--- config.mk ---
export PLATFORM = sky130hd
export DESIGN_NAME = icache_lru
export DESIGN_NICKNAME = d
export VERILOG_FILES = /design/src/icache_pkg.sv /design/src/icache_lru.sv
export SDC_FILE = /design/constraint.sdc
export NUM_CORES = 1
export LEC_CHECK = 0
export BUFFER_PORTS_ARGS = -buffer_cell sky130_fd_sc_hd__buf_2
export CAP_MARGIN = 5
export CORE_MARGIN = 2
export CORE_UTILIZATION = 55
export CTS_CLUSTER_SIZE = 14
export DETAILED_ROUTE_END_ITERATION = 16
export GPL_TIMING_DRIVEN = 0
export PLACE_DENSITY = 0.8
export SKIP_LAST_GASP = 1
export SLEW_MARGIN = 25
export SYNTH_ARGS = -nofsm -noshare
export SYNTH_HDL_FRONTEND = slang
export SYNTH_SLANG_ARGS = --single-unit
--- constraint.sdc ---
create_clock -name clk_i -period 6.36 [get_ports clk_i]
set_clock_uncertainty 0.2 [all_clocks]
set_input_delay 1.272 -clock clk_i [delete_from_list [all_inputs] [get_ports clk_i]]
set_output_delay 1.272 -clock clk_i [all_outputs]
set_load 0.02 [all_outputs]
--- src/icache_pkg.sv ---
package icache_pkg;

  //////////////////////////////////////////////////////////////////////
  // Cache geometry
  //////////////////////////////////////////////////////////////////////

  localparam int SETS          = 64;
  localparam int WAYS          = 2;

  // Address slicing
  localparam int INDEX_W       = 6;
  localparam int OFFSET_W      = 4;
  // Index and offset fit in the page, so one way is one page
  localparam int PAGE_OFFSET_W = INDEX_W + OFFSET_W;
  localparam int PTAG_W        = 12;
  localparam int PADDR_W       = 22;
  localparam int VADDR_W       = 22;

  // Payload
  localparam int INSTR_W       = 32;
  localparam int BLOCK_W       = 128;
  localparam int WORD_SEL_W    = 2;

  //////////////////////////////////////////////////////////////////////
  // Types
  //////////////////////////////////////////////////////////////////////

  typedef logic [VADDR_W-1:0] vaddr_t;
  typedef logic [PADDR_W-1:0] paddr_t;
  typedef logic [PTAG_W-1:0]  ptag_t;
  typedef logic [INDEX_W-1:0] index_t;
  typedef logic               way_t;
  typedef logic [INSTR_W-1:0] instr_t;
  typedef logic [BLOCK_W-1:0] block_t;

  // Miss handling FSM
  typedef enum logic [1:0]
  {
    e_ready,
    e_req,
    e_wait
  } state_e;

endpackage
--- src/icache_lru.sv ---
`timescale 1ns/100ps

module icache_lru
  import icache_pkg::*;
(
  input  logic   clk_i,
  input  logic   reset_i,
  input  index_t index_i,
  input  logic   hit_v_i,
  input  way_t   hit_way_i,
  output way_t   lru_way_o
);

  // Per set, the way to evict next
  logic [SETS-1:0] lru_r;

  assign lru_way_o = lru_r[index_i];

  // A hit makes the other way the older one
  always_ff @(posedge clk_i)
  begin
    if (reset_i)
    begin
      lru_r <= '0;
    end
    else if (hit_v_i)
    begin
      lru_r[index_i] <= ~hit_way_i;
    end
  end

endmodule

[Yosys cells after proc, flatten, opt, wreduce, memory -nomap -nowiden]
Cells that the tools add are included.
Operators by class
  multiplexer cells: 5
  reductions and logical operators: 1
  bitwise gates (word level): 1
  $lt $le $gt $ge: 2
Operator list (number)
  $bwmux W64: 1
  $lt A6 B7 Y1 const B: 1
  $bmux W1 S6: 1
  $demux W1 S6: 1
  $ge A6 B1 Y1 const B: 1
  $mux W1: 2
  $logic_and A1 B1 Y1: 1
  $not A1 Y1: 1
Word-level totals
  output and inout port bits: 1
  register bits after elaboration: 64
  input port bits: 10

[Logic depth before layout (Yosys ltp)]
  depth in word-level cells: 5
  gate-level depth with buffers: 8
  mapped depth without buffers: 5

[Worst setup path after synthesis]
OpenSTA, ideal clock, no wires.
  kind: input to output
  start point: in index_i[0]
  end point: out lru_way_o
  cell stages on the path: 7
  slack: 2049 ps
  arrival: 2839 ps
  cell sequence: buf_6 buf_8 and2_4 a22o_1 a221oi_2 o22ai_1 or4_1
Between the ends
  word-level cells in the longest chain between the ends: 2
RTL lines
  from (decl): line icache_lru.sv:8  | input index_t index_i,
  $bmux W1 S6: line icache_lru.sv:17  | assign lru_way_o = lru_r[index_i];
  $mux W1 (implied by the code): line icache_lru.sv:17
  to (decl): line icache_lru.sv:11  | output way_t lru_way_o
Every way passes these cells. The select of a mux whose other input is x is not followed.

[Final worst setup path]
  start point: in index_i[2]
  end point: out lru_way_o
The elaborated chain is that of the path after synthesis.

==> metrics <==
status finished, final reports clean; leak pwr 1.06 nW; Largest register FFs 64; post-synthesis simple-gate area fraction 23.3%; average via count per standard cell 6.09; PostCTS Resize Cnt 0; Post-Synth XOR/XNOR Area 0%; Reg clk slew, reported paths 0.07 ns; clock buffer depth 2; number of antenna diodes 0; Max Fanout on Critical Path 10; CTS root buf clkbuf_8; slack of the critical path 1.68 ns; # hold bufs at CTS 0; RSZ-0062 raised after global routing no; total number of yosys warnings 0; Buf+Inv Stages, Crit Path 3; total gr overflow 0; # DRC 0; CTS tree yes; Power per Cell Area 248 nW/µm²; commonest non-fill, non-tap cell in the layout nor2_1; Mapped Area 3080 µm²; most used cell, CP buf_2; Ports 11; Overall Global Routing Usage 28.3%; syn_nets 381; # setup viols final 0; Crit Path Class primary input to output pin; CP arrival 3.20 ns; share of post-route cells with drive strength above 1 11.3%; sequential share of the synthesized area 41.6%; Setup crit end kind output pin; Slew @ Worst Pin 0.538 ns; PortBufs 3; global placement routability congestion 0.895; Synth Area in Adders 0%; mux share of post-synthesis cell area 7.73%; Post-CTS Setup Bufs 0; clock latency on the worst-skew pair 0.35 ns; Setup TNS Final 0 ns; cts bufs inserted 9; max_cap viols 0; maximum VDD drop 0.000153 V; First DRT Iteration DRCs 338; row count 27; largest stage delay on the critical path 0.53 ns; DR WL/cell 17.9 µm; hold crit path type flop to flop; CTS Sinks 64; dominant synthesized flop cell dfxtp_1; final count of pins violating max slew 0; nature of the critical path startpoint primary input; Routed WL 8240 µm; die height 78.8 µm; Mapped Cells 371; most frequent cells in the layout nor2_1, a211oi_1, dfxtp_1, clkbuf_1, clkbuf_8; fmax 0.214 GHz; hpwl dp 5240 µm; Setup WS pre-CTS 1.71 ns; Synth Area in Compound Gates 22.7%; DR vias 2808; Post-synth EDFFs 0; Biggest register lru_r; Yosys reg bits 64; Top Registers lru_r x64; Worst Path Required 4.89 ns; syn avg cell area 8.29 µm²; CP max stage cell or4_1; relative slew slack 64.0%; final hold vios 0; Chip Width 78.8 µm; Max H-tree Level 3; largest family of logic cells by synthesized area simple AND/OR/NAND/NOR gates; Final Cycle Share 73.5%; Final nets 395; global-route wire length before repair 13200 µm; Unique masters post-synth 42; Antenna Violating Nets Remaining 0; CP cell instances buf_2 -> buf_4 -> mux4_2 -> mux2i_1 -> o22a_1 -> o211ai_1 -> or4_1 -> buf_2; Final min period 4.68 ns; Area Overhead vs Synth 10.1%; largest net degree at the start of global routing 11; drt first pass iters 5; die area 6210 µm²; vias in the first global route 2709; CP delay by family, top buffers and inverters; Core ar. 5440 µm²; initial antenna violation count 0; share of synthesized registers carrying an async set or reset 0%; initial core utilization 56.6%
## Yosys cell counts (2+ instances only)
master,number,area (µm²)
a21oi_1,4,20.0
nand3_1,5,25.0
nor2b_1,5,31.3
o22ai_1,2,12.5
and3_1,2,12.5
a22oi_1,2,15.0
a221o_1,3,30.0
buf_1,2,7.51
nand3b_1,3,22.5
nand2_1,8,30.0
o21ai_0,6,30.0
buf_6,2,22.5
o22a_1,2,17.5
a211oi_1,64,480
a22o_1,4,35.0
mux2i_1,8,80.1
mux4_2,4,90.1
nor3b_1,2,15.0
buf_2,5,25.0
dfxtp_1,64,1280
nor2_1,132,495
mux2_2,6,67.6
clkbuf_1,17,63.8
## per-stage QoR
step,area [µm²],cells,hold WS [ns],power [mW],util (%)
finish,3390,461,0.297,0.840,62.3
global route,3390,461,0.315,0.862,62.3
CTS,3390,461,0.297,0.835,62.3
detailed placement,3180,446,0.291,0.478,58.5
global placement,3180,446,0.281,0.477,58.5
floorplan,3080,371,0.273,0.460,-
## logic make-up (layout without fill, tap and decap cells)
family / count (synthesis) / count (layout)
AOI/OAI and AO/OA: 93 / 93
muxes: 18 / 18
and+or+nand+nor: 167 / 167
DFF: 64 / 64
buffers and inverters: 29 / 47
## worst reg2reg max path: stages (launching register included)
cell      delay [ns]
dfxtp_1         0.34
nor2_1          0.05
a211oi_1        0.26
## report_power, final
group / switching [mW] / leakage [nW] / internal, mW
Combinational: 0.0470 / 0.436 / 0.0188
Sequential: 0.00159 / 0.516 / 0.404
Clock: 0.159 / 0.108 / 0.210
## metal layers
metal,wire [µm],GRT usage (%),vias up
li1,-,-,1366
met1,3590,35.0,1296
met2,3860,45.4,119
met3,549,7.61,27
met4,245,14.0,0
met5,0,0,-
## path summary, 6_finish.rpt
kind | start | end | slack, ns | depth (start not counted)
worst max-delay path | index_i[2] | lru_way_o | 1.68 | 8
worst min register to register | lru_r[22]$_SDFFE_PP0P_ | lru_r[22]$_SDFFE_PP0P_ | 0.30 | 2
worst max register to register | lru_r[43]$_SDFFE_PP0P_ | lru_r[43]$_SDFFE_PP0P_ | 5.42 | 2
worst min-delay path | lru_r[22]$_SDFFE_PP0P_ | lru_r[22]$_SDFFE_PP0P_ | 0.30 | 2
## area by class of cell
type | instances | area, µm²
well taps | 72 | 90.1
multi-input cells | 278 | 1650
fillers | 490 | 2050
repair buffers | 3 | 15.0
clock buffers | 12 | 165
clock inverters | 3 | 40.0
inverters | 1 | 3.75
plain buffers | 28 | 141
flip-flops and latches | 64 | 1280
No activity file was read; power rests on OpenSTA's default activity.
