<file path="config.mk">
export PLATFORM = sky130hd
export DESIGN_NAME = icache_tag_array
export DESIGN_NICKNAME = d
export VERILOG_FILES = /design/src/icache_pkg.sv /design/src/icache_tag_array.sv
export SDC_FILE = /design/constraint.sdc
export NUM_CORES = 2
export LEC_CHECK = 0
export BUFFER_PORTS_ARGS = -buffer_cell sky130_fd_sc_hd__buf_2
export CORE_MARGIN = 2
export CORE_UTILIZATION = 40
export DETAILED_ROUTE_END_ITERATION = 8
export GPL_TIMING_DRIVEN = 0
export HOLD_SLACK_MARGIN = 0.08
export PLACE_DENSITY_LB_ADDON = 0.25
export REMOVE_ABC_BUFFERS = 1
export SKIP_LAST_GASP = 1
export SLEW_MARGIN = 10
export SYNTH_ARGS = -nofsm -noshare
export SYNTH_HDL_FRONTEND = slang
export SYNTH_SLANG_ARGS = --single-unit
export TNS_END_PERCENT = 100
</file>
<file path="constraint.sdc">
create_clock -name clk_i -period 6.4 [get_ports clk_i]
set_input_delay 1.28 -clock clk_i [delete_from_list [all_inputs] [get_ports clk_i]]
set_output_delay 1.28 -clock clk_i [all_outputs]
set_load 0.02 [all_outputs]
</file>
<file path="src/icache_pkg.sv">
package icache_pkg;

  //////////////////////////////////////////////////////////////////////
  // Cache geometry
  //////////////////////////////////////////////////////////////////////

  localparam int SETS          = 64;
  localparam int WAYS          = 2;

  // Address slicing
  localparam int INDEX_W       = 6;
  localparam int OFFSET_W      = 4;
  // Index and offset fit in the page, so one way is one page
  localparam int PAGE_OFFSET_W = INDEX_W + OFFSET_W;
  localparam int PTAG_W        = 12;
  localparam int PADDR_W       = 22;
  localparam int VADDR_W       = 22;

  // Payload
  localparam int INSTR_W       = 32;
  localparam int BLOCK_W       = 128;
  localparam int WORD_SEL_W    = 2;

  //////////////////////////////////////////////////////////////////////
  // Types
  //////////////////////////////////////////////////////////////////////

  typedef logic [VADDR_W-1:0] vaddr_t;
  typedef logic [PADDR_W-1:0] paddr_t;
  typedef logic [PTAG_W-1:0]  ptag_t;
  typedef logic [INDEX_W-1:0] index_t;
  typedef logic               way_t;
  typedef logic [INSTR_W-1:0] instr_t;
  typedef logic [BLOCK_W-1:0] block_t;

  // Miss handling FSM
  typedef enum logic [1:0]
  {
    e_ready,
    e_req,
    e_wait
  } state_e;

endpackage
</file>
<file path="src/icache_tag_array.sv">
`timescale 1ns/100ps

module icache_tag_array
  import icache_pkg::*;
(
  input  logic            clk_i,
  input  logic            reset_i,
  input  logic            rd_v_i,
  input  index_t          rd_index_i,
  input  ptag_t           ptag_i,
  input  logic            fill_v_i,
  input  index_t          fill_index_i,
  input  way_t            fill_way_i,
  input  ptag_t           fill_ptag_i,
  output logic [WAYS-1:0] hit_o,
  output logic [WAYS-1:0] valid_o
);

  ptag_t           tag_mem [WAYS][SETS];
  logic [SETS-1:0] valid_r [WAYS];
  index_t          lookup_index_r;

  // Index of the fetch now in tag lookup
  always_ff @(posedge clk_i)
  begin
    if (reset_i)
    begin
      lookup_index_r <= '0;
    end
    else if (rd_v_i)
    begin
      lookup_index_r <= rd_index_i;
    end
  end

  //////////////////////////////////////////////////////////////////////
  // Fill write
  //////////////////////////////////////////////////////////////////////

  always_ff @(posedge clk_i)
  begin
    if (fill_v_i)
    begin
      tag_mem[fill_way_i][fill_index_i] <= fill_ptag_i;
    end
  end

  always_ff @(posedge clk_i)
  begin
    if (reset_i)
    begin
      for (int w = 0; w < WAYS; w++)
      begin
        valid_r[w] <= '0;
      end
    end
    else if (fill_v_i)
    begin
      valid_r[fill_way_i][fill_index_i] <= 1'b1;
    end
  end

  //////////////////////////////////////////////////////////////////////
  // Tag compare against the translated tag
  //////////////////////////////////////////////////////////////////////

  always_comb
  begin
    for (int w = 0; w < WAYS; w++)
    begin
      valid_o[w] = valid_r[w][lookup_index_r];
      hit_o[w]   = valid_o[w] && (tag_mem[w][lookup_index_r] == ptag_i);
    end
  end

  // Replacement never leaves the same tag in two ways of a set
  hit_onehot_a: assert property (@(posedge clk_i) disable iff (reset_i)
    $onehot0(hit_o));

endmodule

</file>
# Yosys cells after proc, flatten, opt, wreduce, memory -nomap -nowiden
# Memory sizes are Yosys's and may differ from the RTL's.
# Cells that the tools add are included.
[totals] out_inout_bits=4 register_bits=6 wordCells=41 mem_count=2 ram_bits=1664 inputBits=41
[mem_list] name="tag_mem" depth=2 width=768 rd=2 rd_clocked_by_memory_dff=0 write_ports=1 line="icache_tag_array.sv:19" source="ptag_t tag_mem [WAYS][SETS];"
[mem_list] name="valid_r" depth=2 width=64 rd=2 rd_clocked_by_memory_dff=0 write_ports=2 line="icache_tag_array.sv:20" source="logic [SETS-1:0] valid_r [WAYS];"
[classes] bitwise_logic=2 mux=23 n_reduce_logical=5 n_eq_ne=2 order_cmp=6
[ops] op="two-way mux 768 bit" n=1
[ops] op="two-way mux 64 bit" n=3
[ops] op="binary-select mux 12 bit (select 6 bit)" n=2
[ops] op="demux 12 bit (select 6 bit)" n=1
[ops] op="OR reduction 64 bit" n=1
[ops] op="two-way mux 12 bit" n=5
[ops] op="equality test 12 bit" n=2
[ops] op=">= comparator 7 bit (second input constant)" n=2
[ops] op="less-than comparator 6 x 7 -> 1 bit (second input constant)" n=2
[ops] op="inverter 6 -> 7 bit" n=2
[ops] op="binary-select mux 1 bit (select 6 bit)" n=2
[ops] op="two-way mux 1 bit" n=8
[ops] op="less-than comparator 7 x 1 -> 1 bit (second input constant)" n=1
[ops] op="demux 1 bit (select 6 bit)" n=1
[ops] op=">= comparator 6 x 1 -> 1 bit (second input constant)" n=1
[ops] op="logical AND 1 bit" n=4

# Longest topological paths before layout
[depth] word_depth=7 mapped_depth=15 depth_no_buf=8

# Worst setup path after synthesis
# No wires, ideal clock.
[synth_timing] kind="register -> output" from="register lookup_index_r[1]" to="output port hit_o[1]" arrival_time_ns=3.108 setup_slack_ns=2.012 t_required_ns=5.120 path_buffers=4 path_stages_with_launch=13 cell_sequence="dfxtp_1 > buf_6 > buf_6 > buf_4 > buf_2 > mux4_2 > a22oi_1 > a21oi_1 > a211oi_1 > xor2_1 > o211ai_1 > or4_1 > nor3_1"
[synth_via] elab_chain_len=6
[synth_rtl] element="start: declaration" line="icache_tag_array.sv:21" source="index_t lookup_index_r;"
[synth_rtl] element="start signal: assignment" line="icache_tag_array.sv:32" source="lookup_index_r <= rd_index_i;"
[synth_rtl] element="inverter 6 -> 7 bit (implied by the code)" line="icache_tag_array.sv:72" source="hit_o[w] = valid_o[w] && (tag_mem[w][lookup_index_r] == ptag_i);"
[synth_rtl] element="binary-select mux 12 bit (select 6 bit)" line="icache_tag_array.sv:72"
[synth_rtl] element="two-way mux 12 bit (implied by the code) (2 in a row)" line="icache_tag_array.sv:72"
[synth_rtl] element="equality test 12 bit" line="icache_tag_array.sv:72"
[synth_rtl] element="logical AND 1 bit *" line="icache_tag_array.sv:72"
[synth_rtl] element="end: declaration" line="icache_tag_array.sv:15" source="output logic [WAYS-1:0] hit_o,"
# Every way passes the cells marked *; elsewhere a longest branch is shown, timed or not. The select of a mux whose other input is x is not followed.

# Worst setup path after layout
[layout_timing] from="register lookup_index_r[5]" to="output port hit_o[1]"
# The elaborated chain is that of the path after synthesis.

==> flow_metrics.tcl <==
set metrics [dict create \
    port_buffers 44 \
    min_path_type "reg -> reg" \
    ys_seq_area_frac 0.756 \
    rsz0062_at_grt "yes" \
    setup_violations 0 \
    area_growth_pct 16.0 \
    critPathMaxStageDelay_ps 750 \
    grt_use_total 0.210 \
    grt_util_met1 0.298 \
    crit_buf_inv 2 \
    hold_violations 0 \
    worst-setup-path-type "reg -> out" \
    required_ps 5120 \
    yosysUniqueCellTypes 61 \
    drc 0 \
    drt_first_pass_iters 6 \
    p_leak_nw 23.1 \
    end_kind "output pin" \
    layout-drive-gt1-share 0.286 \
    cts_buffers 167 \
    fillerInstances 13400 \
    synth-edff-count 1536 \
    power_mw 22.7 \
    clkTransAtPathRegs_ps 60 \
    grt_max_degree 113 \
    netlist.area_leader.share 0.715 \
    cts_root_buffer "clkbuf_16" \
    ys.flop_type "edfxtp_1" \
    avgSynthCellArea_um2 20.2 \
    clk_latency_ps 770 \
    syn_inst 3197 \
    worst_pin_slew_ps 1130 \
    synthArstFlopShare 0 \
    fp.dieW_um 406 \
    finalWorstSetupSlack_ps 71.9 \
    crit_arrival_ps 5050 \
    crit_family "simple AND/OR/NAND/NOR gates" \
    drt-initial-drc-count 3548 \
    wl_um 172000 \
    drv_cap 0 \
    dieArea_um2 165000 \
    vias 32300 \
    grt_pass1_wl_um 243000 \
    cts_buffer_depth 3 \
    status "finished clean" \
    syn_area_um2 64500 \
    ys_top_cells_by_area "edfxtp_1 71%, mux4_2 14%, dfxtp_1 4.2%" \
    start_util 0.402 \
    drv_slew 0 \
    synth.most_common_cell "edfxtp_1" \
    dp_slack_ps -479 \
    crit_chain "clkinv_2 -> nand2_2 -> a2111oi_0 -> a41oi_1 -> nand3_1 -> xnor2_1 -> or4_1 -> nor3_2 -> buf_2" \
    synth-seq-cells 1670 \
    relSlewSlack 0.228 \
    synth_warnings 0 \
    yosysTopAreaCell "edfxtp_1" \
    synth_commonest_cells "1536 x edfxtp_1, 409 x nor2_1, 406 x mux4_2" \
    hpwlAfterDp_um 108000 \
    max_freq_mhz 158 \
    busiest_layer "met2" \
    grt_pass1_vias 32000 \
    crit_slowest_cell "dfxtp_2" \
    period_minus_slack_ps 6330 \
    antenna_found_initial 13 \
    ant_nets 0 \
    vias_per_cell 5.70 \
    htreeDepth 4 \
    met3_usage 0.0456 \
    vdd_ir_drop_max_uv 267 \
    cts_hold_buf 0 \
    period_share 0.989 \
    wl_per_cell_um 30.3 \
    cts_sinks 1670 \
    start_kind "flop" \
    io_pins 45 \
    gp_congestion 0.835 \
    cts_tree "yes" \
    final_nets 3422 \
    fin_cells 5675 \
    grt_util_met2 0.330 \
    fp.dieH_um 406 \
    skew_ps 0 \
    num_rows 147 \
    cp_max_fo 20 \
    power_density_nw_per_um2 304 \
    coreArea_um2 160000 \
    dpl.cell_count 5357 \
    grt_overflow_total 0 \
]
report_power, final:
part	switching, mW	total [mW]	internal [mW]
combinational	0.823	1.32	0.494
clock	4.02	9.44	5.42
sequential	0.0312	12.0	11.9
total	4.87	22.7	17.9
kinds of logic (layout without fill, tap and decap cells):
logic type      after synthesis  after routing  synth area share
buf+inv                     192            509            0.0169
mux                         537            537             0.164
compound gates              211            211            0.0237
xor+xnor                     25             25           0.00339
flops                      1670           1670             0.756
other cells                   0              1                 0
simple gates                562            562            0.0363
final cells by class:
| class | count | area [um2] | area share |
|---|---|---|---|
| Sequential cell | 1670 | 48800 | 0.652 |
| Antenna cell | 1 | 2.50 | 0.0000334 |
| Timing Repair Buffer | 195 | 2990 | 0.0399 |
| Clock buffer | 237 | 4710 | 0.0629 |
| Tap cell | 2160 | 2700 | 0.0361 |
| Inverter | 12 | 53.8 | 0.000719 |
| Multi-Input combinational cell | 1335 | 15100 | 0.201 |
| Clock inverter | 65 | 508 | 0.00679 |
final timing paths:
| path | startpoint | endpoint | slack, ps | cells after the start |
|---|---|---|---|---|
| worst max-delay path | lookup_index_r[5]$_SDFFE_PP0P_ | hit_o[1] | 70 | 9 |
| worst max register to register | lookup_index_r[4]$_SDFFE_PP0P_ | lookup_index_r[4]$_SDFFE_PP0P_ | 5140 | 3 |
| worst min-delay path | valid_r[0][26]$_DFF_P_ | valid_r[0][26]$_DFF_P_ | 460 | 2 |
| worst min register to register | valid_r[0][26]$_DFF_P_ | valid_r[0][26]$_DFF_P_ | 460 | 2 |
repair_timing:
item | in CTS | in global routing
endpoints found under the setup margin | 4 | 2
setup buffers | 13 | 1
cloned | 0 | 1
resized for setup | 14 | 3
through the flow:
stage | hold slack [ps] | utilization | setup TNS [ps] | instance area (um2)
final | 461 | 0.467 | 0 | 74900
after global routing | 491 | 0.467 | -11.4 | 74900
after CTS | 466 | 0.466 | -29.3 | 74800
after detailed placement | 453 | 0.432 | -798 | 69400
after global placement | 444 | 0.414 | -116790 | 66400
after floorplan | 435 | - | -52220 | 63500
worst register-to-register path, cell delays in order, from the launching register on:
cell,delay [ps]
dfxtp_4,690
buf_12,300
mux2i_1,110
nor2_1,90
placed cells by master (no fill, tap or decap), types with 6 or more instances in the layout:
cell       count
edfxtp_1    1536
mux4_2       406
nor2_1       279
clkbuf_16    174
nor2_2       128
dfxtp_1      128
mux2i_1      115
buf_8         73
nand2_1       62
a22oi_1       57
clkbuf_1      50
buf_16        38
a21oi_1       34
buf_2         31
a221oi_1      30
clkinv_1      28
buf_6         26
clkinv_2      25
o21ai_0       23
nand3_1       21
clkbuf_8      14
buf_12        14
xor2_1        13
xnor2_1       12
buf_4         12
a211oi_1      10
mux2_2         9
or2_2          8
a22o_1         8
bufinv_16      8
inv_1          7
nor3_1         6
mux4_1         6
routing by layer:
layer	vias up	routed length, um
li1	13400	-
met3	266	14000
met4	14	4350
met2	1313	81500
met1	17300	71800
met5	-	95
state kept, by name, indices dropped and copies added, names as in the netlist:
signal          count
valid_r           128
lookup_index_r      6
tag_mem          1536
Note: power is estimated with default switching activity, not from simulation.
