===== config.mk =====
export PLATFORM = sky130hd
export DESIGN_NAME = icache_verify
export DESIGN_NICKNAME = d
export VERILOG_FILES = /design/src/icache_pkg.sv /design/src/icache_verify.sv
export SDC_FILE = /design/constraint.sdc
export NUM_CORES = 1
export LEC_CHECK = 0
export ABC_CLOCK_PERIOD_IN_PS = 17300
export BUFFER_PORTS_ARGS = -buffer_cell sky130_fd_sc_hd__buf_4
export CAP_MARGIN = 15
export CORE_MARGIN = 4
export CORE_UTILIZATION = 26
export CTS_BUF_LIST = sky130_fd_sc_hd__clkbuf_4
export DETAILED_ROUTE_END_ITERATION = 8
export GPL_ROUTABILITY_DRIVEN = 0
export HOLD_SLACK_MARGIN = 0.06
export SYNTH_ARGS = -nofsm -noshare
export SYNTH_HDL_FRONTEND = slang
export SYNTH_SLANG_ARGS = --single-unit

===== constraint.sdc =====
create_clock -name clk_i -period 17.3 [get_ports clk_i]
set_clock_uncertainty 0.05 [all_clocks]
set_input_delay 0.865 -clock clk_i [delete_from_list [all_inputs] [get_ports clk_i]]
set_output_delay 0.865 -clock clk_i [all_outputs]
set_load 0.02 [all_outputs]

===== src/icache_pkg.sv =====
package icache_pkg;

  //////////////////////////////////////////////////////////////////////
  // Cache geometry
  //////////////////////////////////////////////////////////////////////

  localparam int SETS          = 64;
  localparam int WAYS          = 2;

  // Address slicing
  localparam int INDEX_W       = 6;
  localparam int OFFSET_W      = 4;
  // Index and offset fit in the page, so one way is one page
  localparam int PAGE_OFFSET_W = INDEX_W + OFFSET_W;
  localparam int PTAG_W        = 12;
  localparam int PADDR_W       = 22;
  localparam int VADDR_W       = 22;

  // Payload
  localparam int INSTR_W       = 32;
  localparam int BLOCK_W       = 128;
  localparam int WORD_SEL_W    = 2;

  //////////////////////////////////////////////////////////////////////
  // Types
  //////////////////////////////////////////////////////////////////////

  typedef logic [VADDR_W-1:0] vaddr_t;
  typedef logic [PADDR_W-1:0] paddr_t;
  typedef logic [PTAG_W-1:0]  ptag_t;
  typedef logic [INDEX_W-1:0] index_t;
  typedef logic               way_t;
  typedef logic [INSTR_W-1:0] instr_t;
  typedef logic [BLOCK_W-1:0] block_t;

  // Miss handling FSM
  typedef enum logic [1:0]
  {
    e_ready,
    e_req,
    e_wait
  } state_e;

endpackage

===== src/icache_verify.sv =====
`timescale 1ns/100ps

module icache_verify
  import icache_pkg::*;
(
  input  logic              clk_i,
  input  logic              reset_i,
  // Decode
  input  logic              fetch_v_i,
  input  vaddr_t            fetch_vaddr_i,
  output logic              fetch_ready_o,
  // Tag lookup
  input  logic              ptag_v_i,
  input  ptag_t             ptag_i,
  input  logic [WAYS-1:0]   hit_i,
  input  logic [WAYS-1:0]   valid_i,
  input  block_t [WAYS-1:0] block_i,
  input  way_t              lru_way_i,
  // Array control
  output logic              rd_v_o,
  output index_t            rd_index_o,
  output index_t            lru_index_o,
  output logic              lru_hit_v_o,
  output way_t              lru_hit_way_o,
  input  logic              fill_v_i,
  output logic              fill_en_o,
  output index_t            fill_index_o,
  output way_t              fill_way_o,
  output ptag_t             fill_ptag_o,
  // Tag verify and miss request
  output instr_t            data_o,
  output logic              data_v_o,
  output logic              req_v_o,
  output paddr_t            req_paddr_o,
  input  logic              req_yumi_i
);

  state_e state_r;
  state_e state_n;

  logic   v_tl_r;
  vaddr_t vaddr_tl_r;
  logic   tv_we;

  logic              v_tv_r;
  logic [WAYS-1:0]   hit_tv_r;
  logic [WAYS-1:0]   valid_tv_r;
  block_t [WAYS-1:0] block_tv_r;
  paddr_t            paddr_tv_r;

  logic                  miss_tv;
  way_t                  hit_way_tv;
  block_t                hit_block;
  logic [WORD_SEL_W-1:0] word_sel;
  way_t                  repl_way;
  paddr_t                miss_paddr;
  paddr_t                miss_paddr_r;
  way_t                  repl_way_r;

  //////////////////////////////////////////////////////////////////////
  // Decode and tag lookup
  //////////////////////////////////////////////////////////////////////

  assign fetch_ready_o = (state_r == e_ready) && !miss_tv;
  assign rd_v_o        = fetch_v_i && fetch_ready_o;
  assign rd_index_o    = fetch_vaddr_i[OFFSET_W +: INDEX_W];

  // Younger fetch dies when the one ahead misses
  assign tv_we = v_tl_r && ptag_v_i && !miss_tv;

  always_ff @(posedge clk_i)
  begin
    if (reset_i)
    begin
      v_tl_r <= 1'b0;
      v_tv_r <= 1'b0;
    end
    else
    begin
      v_tl_r <= rd_v_o;
      v_tv_r <= tv_we;
    end
  end

  always_ff @(posedge clk_i)
  begin
    if (rd_v_o)
    begin
      vaddr_tl_r <= fetch_vaddr_i;
    end
    if (tv_we)
    begin
      hit_tv_r   <= hit_i;
      valid_tv_r <= valid_i;
      block_tv_r <= block_i;
      paddr_tv_r <= {ptag_i, vaddr_tl_r[PAGE_OFFSET_W-1:0]};
    end
  end

  //////////////////////////////////////////////////////////////////////
  // Tag verify
  //////////////////////////////////////////////////////////////////////

  assign miss_tv    = v_tv_r && !(|hit_tv_r);
  assign data_v_o   = v_tv_r && (|hit_tv_r);
  assign hit_way_tv = hit_tv_r[1];
  assign hit_block  = block_tv_r[hit_way_tv];
  assign word_sel   = paddr_tv_r[OFFSET_W-1 -: WORD_SEL_W];
  assign data_o     = hit_block[word_sel*INSTR_W +: INSTR_W];

  assign lru_index_o   = paddr_tv_r[OFFSET_W +: INDEX_W];
  assign lru_hit_v_o   = data_v_o;
  assign lru_hit_way_o = hit_way_tv;

  // Empty way first, LRU way otherwise
  always_comb
  begin
    if (!valid_tv_r[0])
    begin
      repl_way = 1'b0;
    end
    else if (!valid_tv_r[1])
    begin
      repl_way = 1'b1;
    end
    else
    begin
      repl_way = lru_way_i;
    end
  end

  assign miss_paddr = {paddr_tv_r[PADDR_W-1:OFFSET_W], {OFFSET_W{1'b0}}};

  always_ff @(posedge clk_i)
  begin
    if (miss_tv)
    begin
      miss_paddr_r <= miss_paddr;
      repl_way_r   <= repl_way;
    end
  end

  //////////////////////////////////////////////////////////////////////
  // Miss FSM
  //////////////////////////////////////////////////////////////////////

  always_comb
  begin
    state_n = state_r;
    case (state_r)
      e_ready:
      begin
        if (miss_tv)
        begin
          state_n = req_yumi_i ? e_wait : e_req;
        end
      end
      e_req:
      begin
        if (req_yumi_i)
        begin
          state_n = e_wait;
        end
      end
      e_wait:
      begin
        if (fill_v_i)
        begin
          state_n = e_ready;
        end
      end
      default:
      begin
        state_n = e_ready;
      end
    endcase
  end

  always_ff @(posedge clk_i)
  begin
    if (reset_i)
    begin
      state_r <= e_ready;
    end
    else
    begin
      state_r <= state_n;
    end
  end

  // First request cycle comes straight from verify
  assign req_v_o     = miss_tv || (state_r == e_req);
  assign req_paddr_o = miss_tv ? miss_paddr : miss_paddr_r;

  assign fill_en_o    = fill_v_i && (state_r == e_wait);
  assign fill_index_o = miss_paddr_r[OFFSET_W +: INDEX_W];
  assign fill_ptag_o  = miss_paddr_r[PADDR_W-1 -: PTAG_W];
  assign fill_way_o   = repl_way_r;

  req_hold_a: assert property (@(posedge clk_i) disable iff (reset_i)
    req_v_o && !req_yumi_i |=> req_v_o && $stable(req_paddr_o));

endmodule


Word level (Yosys, flattened, before mapping)
Index checks and enable logic that the tools add are counted.
{"block": "classes", "eq_ne": 5, "n_shift": 1, "muxes": 9, "n_reduce_logical": 13, "order_cmp": 1}
{"operator": "$mux 128", "count": 2}
{"operator": "$shiftx 128x8->32", "count": 1}
{"operator": "$mux 22", "count": 1}
{"operator": "$mux 2", "count": 4}
{"operator": "$logic_and 1x1->1", "count": 7}
{"operator": "$ne 2x2->1 const B", "count": 3}
{"operator": "$pmux 2 s3", "count": 1}
{"operator": "$reduce_and 3->1", "count": 1}
{"operator": "$eq 2x1->1 const B", "count": 1}
{"operator": "$eq 2x2->1 const B", "count": 1}
{"operator": "$logic_not 1->1", "count": 2}
{"operator": "$logic_not 2->1", "count": 1}
{"operator": "$lt 1x2->1 const B", "count": 1}
{"operator": "$reduce_or 2->1", "count": 1}
{"operator": "$logic_or 1x1->1", "count": 1}
{"operator": "$mux 1", "count": 1}
{"block": "totals", "inputBits": 301, "reg_bits": 319, "output_inout_bits": 92}

Logic depth before layout (Yosys ltp)
{"block": "depth", "ltp_word": 6, "ltp_mapped": 6, "depth_no_buf": 3}

Least setup slack after synthesis
No wires, ideal clock.
{"block": "synth_path", "path_kind": "register to register", "startpoint": "register hit_tv_r[1]", "endpoint": "register block_tv_r[0] (netlist bit), enable pin", "n_path_buf": 3, "path_stages_with_launch": 6, "synth_period_minus_slack_ns": 13.657, "arrival_ns": 12.677, "required_ns": 16.320, "setup_ns": 0.930, "setup_slack_ns": 3.643, "path_cell_list": "edfxtp_1 buf_6 nor3b_2 buf_4 buf_4 nor2_1"}
{"block": "synth_between", "elab_chain_cells": 5}
{"element": "from (decl)", "line_no": "icache_verify.sv:46", "rtl": "logic [WAYS-1:0] hit_tv_r;"}
{"element": "from (signal assigned)", "line_no": "icache_verify.sv:93", "rtl": "hit_tv_r <= hit_i;"}
{"element": "$reduce_or 2->1", "line_no": "icache_verify.sv:104", "rtl": "assign miss_tv = v_tv_r && !(|hit_tv_r);"}
{"element": "$logic_not 1->1", "line_no": "icache_verify.sv:104"}
{"element": "$logic_and 1x1->1", "line_no": "icache_verify.sv:104"}
{"element": "named net miss_tv", "line_no": "icache_verify.sv:51", "rtl": "logic miss_tv;"}
{"element": "$logic_not 1->1", "line_no": "icache_verify.sv:69", "rtl": "assign tv_we = v_tl_r && ptag_v_i && !miss_tv;"}
{"element": "$logic_and 1x1->1", "line_no": "icache_verify.sv:69"}
{"element": "named net tv_we", "line_no": "icache_verify.sv:43", "rtl": "logic tv_we;"}
{"element": "to (signal assigned)", "line_no": "icache_verify.sv:95", "rtl": "block_tv_r <= block_i;"}
{"element": "to (decl)", "line_no": "icache_verify.sv:48", "rtl": "block_t [WAYS-1:0] block_tv_r;"}
The timed path passes the listed nets, and every way through them passes these cells.
A chain may end at the register's enable or synchronous reset.

Worst setup path after layout
{"block": "layout_path", "startpoint": "register hit_tv_r[1]", "endpoint": "output rd_v_o"}
{"block": "layout_between", "elab_chain_cells": 6}
{"element": "$reduce_or 2->1", "line_no": "icache_verify.sv:104"}
{"element": "$logic_not 1->1", "line_no": "icache_verify.sv:104"}
{"element": "$logic_and 1x1->1", "line_no": "icache_verify.sv:104"}
{"element": "$logic_not 1->1", "line_no": "icache_verify.sv:64", "rtl": "assign fetch_ready_o = (state_r == e_ready) && !miss_tv;"}
{"element": "$logic_and 1x1->1", "line_no": "icache_verify.sv:64"}
{"element": "$logic_and 1x1->1", "line_no": "icache_verify.sv:65", "rtl": "assign rd_v_o = fetch_v_i && fetch_ready_o;"}
{"element": "to (decl)", "line_no": "icache_verify.sv:20", "rtl": "output logic rd_v_o,"}
Every way passes these cells.

==> impl_metrics.ini <==
[outcome]
run_status = finished clean

[setup_path]
crit_path_start_kind = flop
crit_type = flop to output pin
slowest_stage = edfxtp_1
crit_start = hit_tv_r[1]
crit_chain = buf_4, nor3b_4, buf_4, nor4b_2, buf_4
critPathTopFamily = buffers and inverters
crit_path_max_fanout = 29
r2r-start = hit_tv_r[1]
slowest_delay_ns = 0.95
end_kind = output pin
crit_path_frequent_cell = buf_4
crit_buf_inv = 3
crit_arrival_ns = 3.79
required_ns = 16.39

[hold_path]
min_from = block_i[103]
min_path_type = input port to flop

[yosys]
ys_seq_area_frac = 0.785
synth_seq_cells = 315
syn_nets = 805
avgSynthCellArea_sq_um = 23.2
synthDistinctLibCells = 25
yosysWarnings = 0
netlist_area_sq_um = 11700
synth_cells = 504

[route]
vias = 6513
wl_per_cell_um = 18.5
routed_via_density = 4.11
route.detailed.drc = 0
drtIter0Drc = 358
firstDrtPassIters = 4
antenna_left = 0
wl_um = 29200

[die]
die_w_um = 220
ios = 393
fp.dieH_um = 220
initial_utilization = 0.264
row_count = 77
coreArea_sq_um = 44400
die_area_sq_um = 48500

[sta]
rsz0062_at_grt = no
slew_headroom = 0.296
fin_crit_sh = 0.272
period_minus_slack_ns = 4.70
whs_ns = 0.212
setup-violations-final = 0
hold_viol = 0
fmax_ghz = 0.213
tns_ns = 0
maxSlewViolCount = 0
worst_pin_slew_ns = 1.05

[layout]
fin_nets = 1235
final_util = 0.365
syn2layout_area_growth_pct = 38.6
multi_input_area_sq_um = 2160
ff_latch_area_sq_um = 9200
nFillCells = 4223
layout-drive-gt1-share = 0.643

[global_routing]
grt_overflow_total = 0
grt_antenna_before_repair = 3
grt_max_degree = 80
grt_pass1_wl_um = 42100
grt_pass1_vias = 7309
track_usage = 0.118

[cts]
cts.reportedPaths.clkPinSlew_ns = 0.07
post_cts.repair.setup_buffers = 0
cts-buffers-inserted = 84
h-tree-depth = 3
cts.sink_count = 315
cts_tree = built
clock_path_buffers = 3
clk_latency_ns = 0.77
clockRootBuffer = clkbuf_4

[power_and_ir_drop]
power.density_nw_per_um2 = 106
vdd_ir_drop_max_v = 0.0000764
p_leak_uw = 0.00613

[placed_design]
port_buffers = 378
hpwl_um = 20300

[job]
cap_violations = 0
[worst paths after layout]
check               endpoint  slack [ns]  cells past startpoint
max                   rd_v_o       12.60                      5
min reg2reg    paddr_tv_r[3]        0.36                      0
max reg2reg  block_tv_r[180]       12.71                      6
min          block_tv_r[103]        0.21                      1
[through the flow]
step / worst slack [ns] / power, uW / area (sq um) / cells
2_1_floorplan: 3.64 / 971 / 11700 / 504
3_3_place_gp: 12.63 / 1040 / 15000 / 1432
3_5_place_dp: 12.54 / 1050 / 15000 / 1432
4_1_cts: 12.29 / 1760 / 16200 / 1578
5_1_grt: 12.08 / 1820 / 16200 / 1583
6_report: 12.60 / 1720 / 16200 / 1583
[cells by family after synthesis]
logic type | share of synthesized area
AO/OA/AOI/OAI | 0.00267
multiplexers | 0.172
AND/OR/NAND/NOR | 0.00812
flip-flops | 0.785
buffers and inverters | 0.0323
[state kept, by name, summed over array words and instances (netlist names)]
signal	count
hit_tv_r	2
fill_way_o	1
vaddr_tl_r	8
v_tv_r	1
state_r	2
miss_paddr_r	22
block_tv_r	256
valid_tv_r	2
v_tl_r	1
paddr_tv_r	20
[synth_stat cells]
cell      instances  area share
buf_4            33       0.021
nor3b_2           1      0.0011
buf_2             5      0.0021
mux4_1            2      0.0045
buf_1             3     0.00096
inv_1             3     0.00096
buf_6             4      0.0038
edfxtp_1        289        0.74
dfxtp_1          26       0.044
o21a_1            1     0.00064
nand3_1           1     0.00043
nor4_1            1     0.00053
clkbuf_1          6      0.0019
nor2b_1           5      0.0027
nor4b_1           1     0.00075
nand2_1           1     0.00032
a21boi_0          1     0.00064
mux4_2           62        0.12
nor3_1            2     0.00085
buf_8             1      0.0013
o41ai_1           1     0.00075
and3_1            1     0.00053
mux2_2           50       0.048
nor2_1            3     0.00096
o21bai_1          1     0.00064
[layout make-up]
cell class / instances / area share
multi-input combinational: 134 / 0.133
inverter: 3 / 0.000694
clock buffer: 124 / 0.0573
tap: 592 / 0.0456
antenna: 5 / 0.000771
clock inverter: 14 / 0.0116
timing repair buffer: 396 / 0.184
sequential: 315 / 0.567
[metal layers]
layer  up-vias  GRT usage  share of wire
li1       2971          -              -
met1      3188      0.124           0.35
met2       297      0.193           0.50
met3        55     0.0680           0.12
met4         2     0.0502          0.025
met5         -          0        0.00044
[placed cells by master (no fill, tap or decap), types with 2 or more instances in the layout]
cell and instances:
buf_4 388, clkbuf_4 124, clkinv_1 7, dfxtp_1 26, diode_2 5, edfxtp_1 289, bufinv_16 5, nor2_1 2
nor2b_1 5, mux2_2 50, mux4_1 2, inv_1 3, mux4_2 62, nor3_1 2, dlygate4sd3_1 8
[timing repair]
action,4_1_cts,5_1_grt
hold endpoints to repair,8,0
resized for setup,0,0
hold buffers,8,0
[report_power, final]
group / leakage [uW] / internal [uW] / total [uW] / switching [uW]
registers: 0.00287 / 863 / 872 / 8.84
clock network: 0.000657 / 398 / 693 / 295
logic: 0.00261 / 87.7 / 156 / 68.4
total: 0.00613 / 1350 / 1720 / 373
Note: power is estimated with default switching activity, not from simulation.
